--- config.mk ---
export PLATFORM = sky130hd
export DESIGN_NAME = uartBusBridge
export DESIGN_NICKNAME = d
export VERILOG_FILES = /design/src/hdl/uartBusPkg.sv /design/src/hdl/uartChanIf.sv /design/src/hdl/cpuPortDecode.sv /design/src/hdl/uartChanTracker.sv /design/src/hdl/flagWriteArbiter.sv /design/src/hdl/uartBusBridge.sv
export SDC_FILE = /design/constraint.sdc
export NUM_CORES = 1
export LEC_CHECK = 0
export ABC_CLOCK_PERIOD_IN_PS = 3200
export BUFFER_PORTS_ARGS = -buffer_cell sky130_fd_sc_hd__buf_2
export CORE_MARGIN = 2
export CORE_UTILIZATION = 59
export DETAILED_ROUTE_END_ITERATION = 10
export PLACE_DENSITY_LB_ADDON = 0.25
export SYNTH_ARGS = -nofsm -noshare
export SYNTH_HDL_FRONTEND = slang
export SYNTH_HIERARCHICAL = 1
export SYNTH_SLANG_ARGS = --single-unit
--- constraint.sdc ---
create_clock -name clk -period 3.2 [get_ports clk]
set_clock_uncertainty 0.1 [all_clocks]
set_input_delay 0.48 -clock clk [delete_from_list [all_inputs] [get_ports clk]]
set_output_delay 0.48 -clock clk [all_outputs]
set_load 0.1 [all_outputs]
--- src/hdl/uartBusPkg.sv ---
// shared widths and status layouts; both record kinds keep their 2-bit tag in bits 31:30
`default_nettype none

package uartBusPkg;

	localparam int addrWidth = 16; // cpu and data memory byte address
	localparam int dataWidth = 32; // one data memory word

	// channel address map, channel i starts at uartBase + i * chanStride
	localparam logic [addrWidth-1:0] chanStride = 16'd16;
	localparam logic [addrWidth-1:0] offTxData = 16'd0; // cpu store starts a transmission
	localparam logic [addrWidth-1:0] offRxFlag = 16'd4; // receive record lands here
	localparam logic [addrWidth-1:0] offTxFlag = 16'd12; // transmit-done record lands here

	localparam logic [1:0] tagRx = 2'b01;
	localparam logic [1:0] tagTxDone = 2'b10;

	typedef struct packed {
		logic [1:0] tag;
		logic overrun; // an unwritten byte was replaced
		logic [20:0] reserved;
		logic [7:0] rxByte;
	} rxRecord;

	typedef struct packed {
		logic [1:0] tag;
		logic [21:0] reserved;
		logic [7:0] sentCount; // completions since reset, wraps
	} txRecord;

	// one memory word seen as either record or as raw data
	typedef union packed {
		rxRecord rx;
		txRecord tx;
		logic [dataWidth-1:0] raw;
	} statusWord;

endpackage

`default_nettype wire

--- src/hdl/uartChanIf.sv ---
// one channel's link between decoder, tracker and arbiter; grant is a single-cycle strobe
`timescale 1ns/10ps
`default_nettype none

interface uartChanIf;

	logic txStart; // registered start strobe from the decoder
	logic [7:0] txByte; // shared transmit byte
	logic txIdle; // busy low and no transmit-done record waiting
	logic req; // a record is pending
	uartBusPkg::statusWord record;
	logic grant; // record taken this cycle

	modport decodePort (
		output txStart,
		output txByte,
		input txIdle
	);

	modport trackPort (
		input txStart,
		input txByte,
		input grant,
		output txIdle,
		output req,
		output record
	);

	modport drainPort (
		input req,
		input record,
		output grant
	);

endinterface

`default_nettype wire

--- src/hdl/cpuPortDecode.sv ---
// stores to a busy channel are dropped with no notice; the byte register is shared by all channels
`timescale 1ns/10ps
`default_nettype none

module cpuPortDecode #(
	parameter int numUarts = 2,
	parameter logic [uartBusPkg::addrWidth-1:0] uartBase = 16'h0400
) (
	input logic clk,
	input logic rstN,
	input logic [uartBusPkg::addrWidth-1:0] cpuAddress,
	input logic cpuWrite,
	input logic [7:0] cpuWriteData,
	uartChanIf.decodePort chan [numUarts]
);

	localparam int aw = uartBusPkg::addrWidth;

	logic [numUarts-1:0] hit; // store accepted per channel
	logic [numUarts-1:0] startQ;
	logic [7:0] byteQ;

	for (genvar g = 0; g < numUarts; g++) begin : gChan
		localparam logic [aw-1:0] txAddr = uartBase + aw'(g) * uartBusPkg::chanStride
			+ uartBusPkg::offTxData;

		assign hit[g] = cpuWrite && (cpuAddress == txAddr) && chan[g].txIdle;
		assign chan[g].txStart = startQ[g];
		assign chan[g].txByte = byteQ;
	end

	always_ff @(posedge clk or negedge rstN) begin
		if (!rstN) begin
			startQ <= '0;
			byteQ <= '0;
		end else begin
			startQ <= hit; // one-hot, addresses are distinct
			if (|hit) begin
				byteQ <= cpuWriteData; // held until the next accepted store
			end
		end
	end

endmodule

`default_nettype wire

--- src/hdl/uartChanTracker.sv ---
// one record of each kind can wait; a newer receive byte overwrites the waiting one and flags overrun
`timescale 1ns/10ps
`default_nettype none

module uartChanTracker (
	input logic clk,
	input logic rstN,
	input logic rxReady,
	input logic [7:0] rxByte,
	input logic txBusy,
	output logic txStart,
	output logic [7:0] txByte,
	uartChanIf.trackPort chan
);

	logic rxPrev;
	logic busyPrev;
	logic rxRise;
	logic txFall;
	logic grantRx;
	logic grantTx;
	logic rxPend;
	logic txPend;
	logic overrun;
	logic [7:0] rxData;
	logic [7:0] sentCount;
	uartBusPkg::statusWord recWord;

	assign rxRise = rxReady && !rxPrev;
	assign txFall = busyPrev && !txBusy; // transmission finished
	assign grantTx = chan.grant && txPend; // tx-done is the record on offer when both wait
	assign grantRx = chan.grant && !txPend;

	always_ff @(posedge clk or negedge rstN) begin
		if (!rstN) begin
			rxPrev <= 1'b0;
			busyPrev <= 1'b0;
			rxPend <= 1'b0;
			txPend <= 1'b0;
			overrun <= 1'b0;
			sentCount <= '0;
		end else begin
			rxPrev <= rxReady;
			busyPrev <= txBusy;
			if (txFall) begin
				txPend <= 1'b1; // stays set even when the old record is granted now
				sentCount <= sentCount + 8'd1;
			end else if (grantTx) begin
				txPend <= 1'b0;
			end
			if (rxRise) begin
				rxPend <= 1'b1;
				overrun <= rxPend && !grantRx; // old byte lost only if it was never written
			end else if (grantRx) begin
				rxPend <= 1'b0;
				overrun <= 1'b0;
			end
		end
	end

	always_ff @(posedge clk) begin
		if (rxRise) begin
			rxData <= rxByte;
		end
	end

	always_comb begin
		recWord = '0;
		if (txPend) begin
			recWord.tx.tag = uartBusPkg::tagTxDone;
			recWord.tx.sentCount = sentCount;
		end else begin
			recWord.rx.tag = uartBusPkg::tagRx;
			recWord.rx.overrun = overrun;
			recWord.rx.rxByte = rxData;
		end
	end

	assign chan.record = recWord;
	assign chan.req = rxPend || txPend;
	assign chan.txIdle = !txBusy && !txPend;
	assign txStart = chan.txStart; // on to the serializer
	assign txByte = chan.txByte;

endmodule

`default_nettype wire

--- src/hdl/flagWriteArbiter.sv ---
// grants only on cycles with cpuRead and cpuWrite low; fixed order is tx-done first, then low index
`timescale 1ns/10ps
`default_nettype none

module flagWriteArbiter #(
	parameter int numUarts = 2,
	parameter logic [uartBusPkg::addrWidth-1:0] uartBase = 16'h0400
) (
	input logic clk,
	input logic rstN,
	input logic cpuRead,
	input logic cpuWrite,
	uartChanIf.drainPort chan [numUarts],
	output logic memWrite,
	output logic [uartBusPkg::addrWidth-1:0] memAddress,
	output logic [uartBusPkg::dataWidth-1:0] memWriteData
);

	localparam int aw = uartBusPkg::addrWidth;
	localparam int idxW = (numUarts > 1) ? $clog2(numUarts) : 1;

	logic [numUarts-1:0] reqV;
	logic [numUarts-1:0] isTx;
	logic [numUarts-1:0] grantVec; // one-hot or zero
	uartBusPkg::statusWord words [numUarts];
	uartBusPkg::statusWord selWord;
	logic busIdle;
	logic hasTx;
	logic selValid;
	logic [idxW-1:0] selIdx;

	assign busIdle = !cpuRead && !cpuWrite;

	for (genvar g = 0; g < numUarts; g++) begin : gChan
		assign reqV[g] = chan[g].req;
		assign isTx[g] = (chan[g].record.tx.tag == uartBusPkg::tagTxDone);
		assign words[g] = chan[g].record;
		assign grantVec[g] = busIdle && selValid && (selIdx == idxW'(g));
		assign chan[g].grant = grantVec[g];
	end

	assign hasTx = |(reqV & isTx);

	always_comb begin
		selValid = 1'b0;
		selIdx = '0;
		for (int i = numUarts - 1; i >= 0; i--) begin // downward, lowest index wins
			if (reqV[i] && (isTx[i] || !hasTx)) begin
				selValid = 1'b1;
				selIdx = idxW'(i);
			end
		end
	end

	assign selWord = words[selIdx];

	always_ff @(posedge clk or negedge rstN) begin
		if (!rstN) begin
			memWrite <= 1'b0;
			memAddress <= '0;
			memWriteData <= '0;
		end else begin
			memWrite <= |grantVec; // one cycle behind the grant
			if (|grantVec) begin
				memAddress <= uartBase + aw'(selIdx) * uartBusPkg::chanStride
					+ ((selWord.tx.tag == uartBusPkg::tagTxDone) ?
					uartBusPkg::offTxFlag : uartBusPkg::offRxFlag);
				memWriteData <= selWord.raw;
			end
		end
	end

endmodule

`default_nettype wire

--- src/hdl/uartBusBridge.sv ---
// numUarts 1 to 8; memory writes are issued only on idle bus cycles and never stall
`timescale 1ns/10ps
`default_nettype none

module uartBusBridge #(
	parameter int numUarts = 2,
	parameter logic [uartBusPkg::addrWidth-1:0] uartBase = 16'h0400
) (
	input logic clk,
	input logic rstN,
	input logic [uartBusPkg::addrWidth-1:0] cpuAddress,
	input logic cpuWrite,
	input logic cpuRead,
	input logic [7:0] cpuWriteData,
	input logic [numUarts-1:0] uartRxReady,
	input logic [numUarts-1:0][7:0] uartRxByte,
	input logic [numUarts-1:0] uartTxBusy,
	output logic [numUarts-1:0] uartTxStart,
	output logic [7:0] uartTxByte,
	output logic memWrite,
	output logic [uartBusPkg::addrWidth-1:0] memAddress,
	output logic [uartBusPkg::dataWidth-1:0] memWriteData
);

	logic [7:0] fwdByte [numUarts]; // same byte on every channel

	uartChanIf chanIf [numUarts] ();

	cpuPortDecode #(
		.numUarts(numUarts),
		.uartBase(uartBase)
	) decode0 (
		.clk(clk),
		.rstN(rstN),
		.cpuAddress(cpuAddress),
		.cpuWrite(cpuWrite),
		.cpuWriteData(cpuWriteData),
		.chan(chanIf)
	);

	for (genvar g = 0; g < numUarts; g++) begin : gTrack
		uartChanTracker track (
			.clk(clk),
			.rstN(rstN),
			.rxReady(uartRxReady[g]),
			.rxByte(uartRxByte[g]),
			.txBusy(uartTxBusy[g]),
			.txStart(uartTxStart[g]),
			.txByte(fwdByte[g]),
			.chan(chanIf[g])
		);
	end

	assign uartTxByte = fwdByte[0];

	flagWriteArbiter #(
		.numUarts(numUarts),
		.uartBase(uartBase)
	) arb0 (
		.clk(clk),
		.rstN(rstN),
		.cpuRead(cpuRead),
		.cpuWrite(cpuWrite),
		.chan(chanIf),
		.memWrite(memWrite),
		.memAddress(memAddress),
		.memWriteData(memWriteData)
	);

endmodule

`default_nettype wire

==> out/qor.csv <==
metric,value,unit
status,"complete, no violations",
ctsHtreeMaxLevel,3,
clock-sinks,88,
initial_core_util,0.604,
max_cap_viol_count,0,
clkLatencyLatePin,0.35,ns
ios,107,
drtAntennaViolNets,0,
post_cts_buffers,0,
dr.pass1.iters,4,
core,7180,um2
placed_area,4580,um2
max_slew_margin,0.409,
rows,31,
gp_congestion,0.749,
cts_resized,0,
routed_wl,7650,um
antennaDiodeCount,0,
vias,2643,
fin_crit,2.36,ns
setup-violations-final,0,
fillers,574,
grt_usage,0.201,
critPathLaunchType,flip-flop,
finalHoldViolations,0,
fin_tns_setup,0,ns
end_kind,flip-flop,
die_area,8050,um2
crit_required,3.33,ns
grt_pass1_wl,12900,um
place_hpwl,5390,um
p_per_area,1040,nW/um2
drc,0,
finalCritPeriodShare,0.736,
holdBufCountCts,0,
avgSynthCellArea,12.3,um2
reg2reg_to,arb0/memWriteData[3],
cts_buffers,9,
antenna_found_initial,0,
critPathKind,flip-flop to flip-flop,
arrival,2.49,ns
overflow,0,
p_leak,0.00235,uW
drv_slew,0,
grt_pass1_vias,2620,
worst_pin_slew,0.886,ns
port_buffers,94,
wl_per_cell,14.2,um
clkTransAtPathRegs,0.09,ns
drt_iter0_markers,140,
layout-drive-gt1-share,0.342,
cts_max_path_buffers,2,
syn_area,4340,um2
rsz0062_at_grt,false,
syn_inst,353,
fmax,425,MHz
dieWidth,89.7,um
grt_max_degree,73,
die_h,89.7,um
reg2reg_from,gTrack[1].track/txPend,
critical_path.max_fanout,33,
design_area,4800,um2
final_nets,484,
areaGrowthSynthToFinish,10.7,%
peakVddDrop,0.000825,V
hold_class,primary input to asynchronous set/reset pin,
root_buffer,clkbuf_8,
vias_per_cell,4.91,
crit_start,gTrack[1].track/txPend,
ys_warn_count,6,
cts_tree,yes,
r2r_cells,5,
rrSetupSlack,0.84,ns
-- placed cells by master, fill, tap and decap left out, types with 6 or more instances in the layout --
| master | n |
|---|---|
| edfxtp_1 | 16 |
| a221o_1 | 30 |
| o21ai_0 | 6 |
| and2_0 | 30 |
| dfrtp_1 | 72 |
| conb_1 | 54 |
| xor2_1 | 6 |
| clkbuf_8 | 11 |
| nand2_1 | 14 |
| inv_1 | 7 |
| nor2_1 | 8 |
| mux2_2 | 22 |
| buf_2 | 93 |
-- sequential cells by signal, indices dropped and copies added (netlist names) --
| register | cells |
|---|---|
| gTrack.track/rxPrev | 2 |
| decode0/startQ | 2 |
| gTrack.track/rxData | 16 |
| decode0/chan.txByte | 8 |
| gTrack.track/rxPend | 2 |
| gTrack.track/busyPrev | 2 |
| gTrack.track/overrun | 2 |
| arb0/memAddress | 3 |
| arb0/memWriteData | 32 |
| arb0/memWrite | 1 |
| gTrack.track/txPend | 2 |
| gTrack.track/sentCount | 16 |
-- final cells by class --
type                    count  area, um2  area share
multi-input cells         230       1650       0.343
inverters                   8       30.0     0.00625
flip-flops and latches     88       2280       0.475
repair buffers             97        495       0.103
well taps                  99        124      0.0258
clock inverters             3       65.1      0.0135
clock buffers              13        159      0.0331
-- worst max-delay path: stages, from the launching register on --
cell      delay [ns]
dfrtp_1         0.73
inv_1           0.21
nand2b_1        0.22
o311a_4         0.51
and2_0          0.21
a221o_1         0.27
-- metrics by stage --
stage / instances / setup WS (ns) / utilization / hold slack (ns) / total power, uW
2_1_floorplan: 404 / 1.19 / - / 0.0844 / 3790
3_3_place_gp: 522 / 0.998 / 0.638 / 0.352 / 4110
3_5_place_dp: 522 / 0.850 / 0.638 / 0.365 / 4150
4_1_cts: 538 / 0.827 / 0.669 / 0.154 / 5000
5_1_grt: 538 / 0.681 / 0.669 / 0.151 / 5180
6_report: 538 / 0.845 / 0.669 / 0.148 / 4970
-- metal layers --
metal	GRT usage	share of wire	vias to the layer above
li1	-	-	1282
met1	0.261	0.45	1258
met2	0.333	0.48	91
met3	0.0386	0.053	12
met4	0.0833	0.020	0
met5	0	0	-
-- where the power goes --
| part | internal, uW | switching [uW] | total [uW] |
|---|---|---|---|
| clock | 482 | 363 | 845 |
| combinational | 524 | 1900 | 2420 |
| sequential | 1440 | 268 | 1710 |
-- how the worst max path moves through the flow --
stage                                  to  slack, ns
floorplan           arb0/memWriteData[10]       1.19
global placement     arb0/memWriteData[5]        1.0
detailed placement   arb0/memWriteData[5]       0.85
CTS                  arb0/memWriteData[3]       0.83
global route         arb0/memWriteData[3]       0.68
finish               arb0/memWriteData[3]       0.84
No activity file was read; power rests on OpenSTA's default activity.
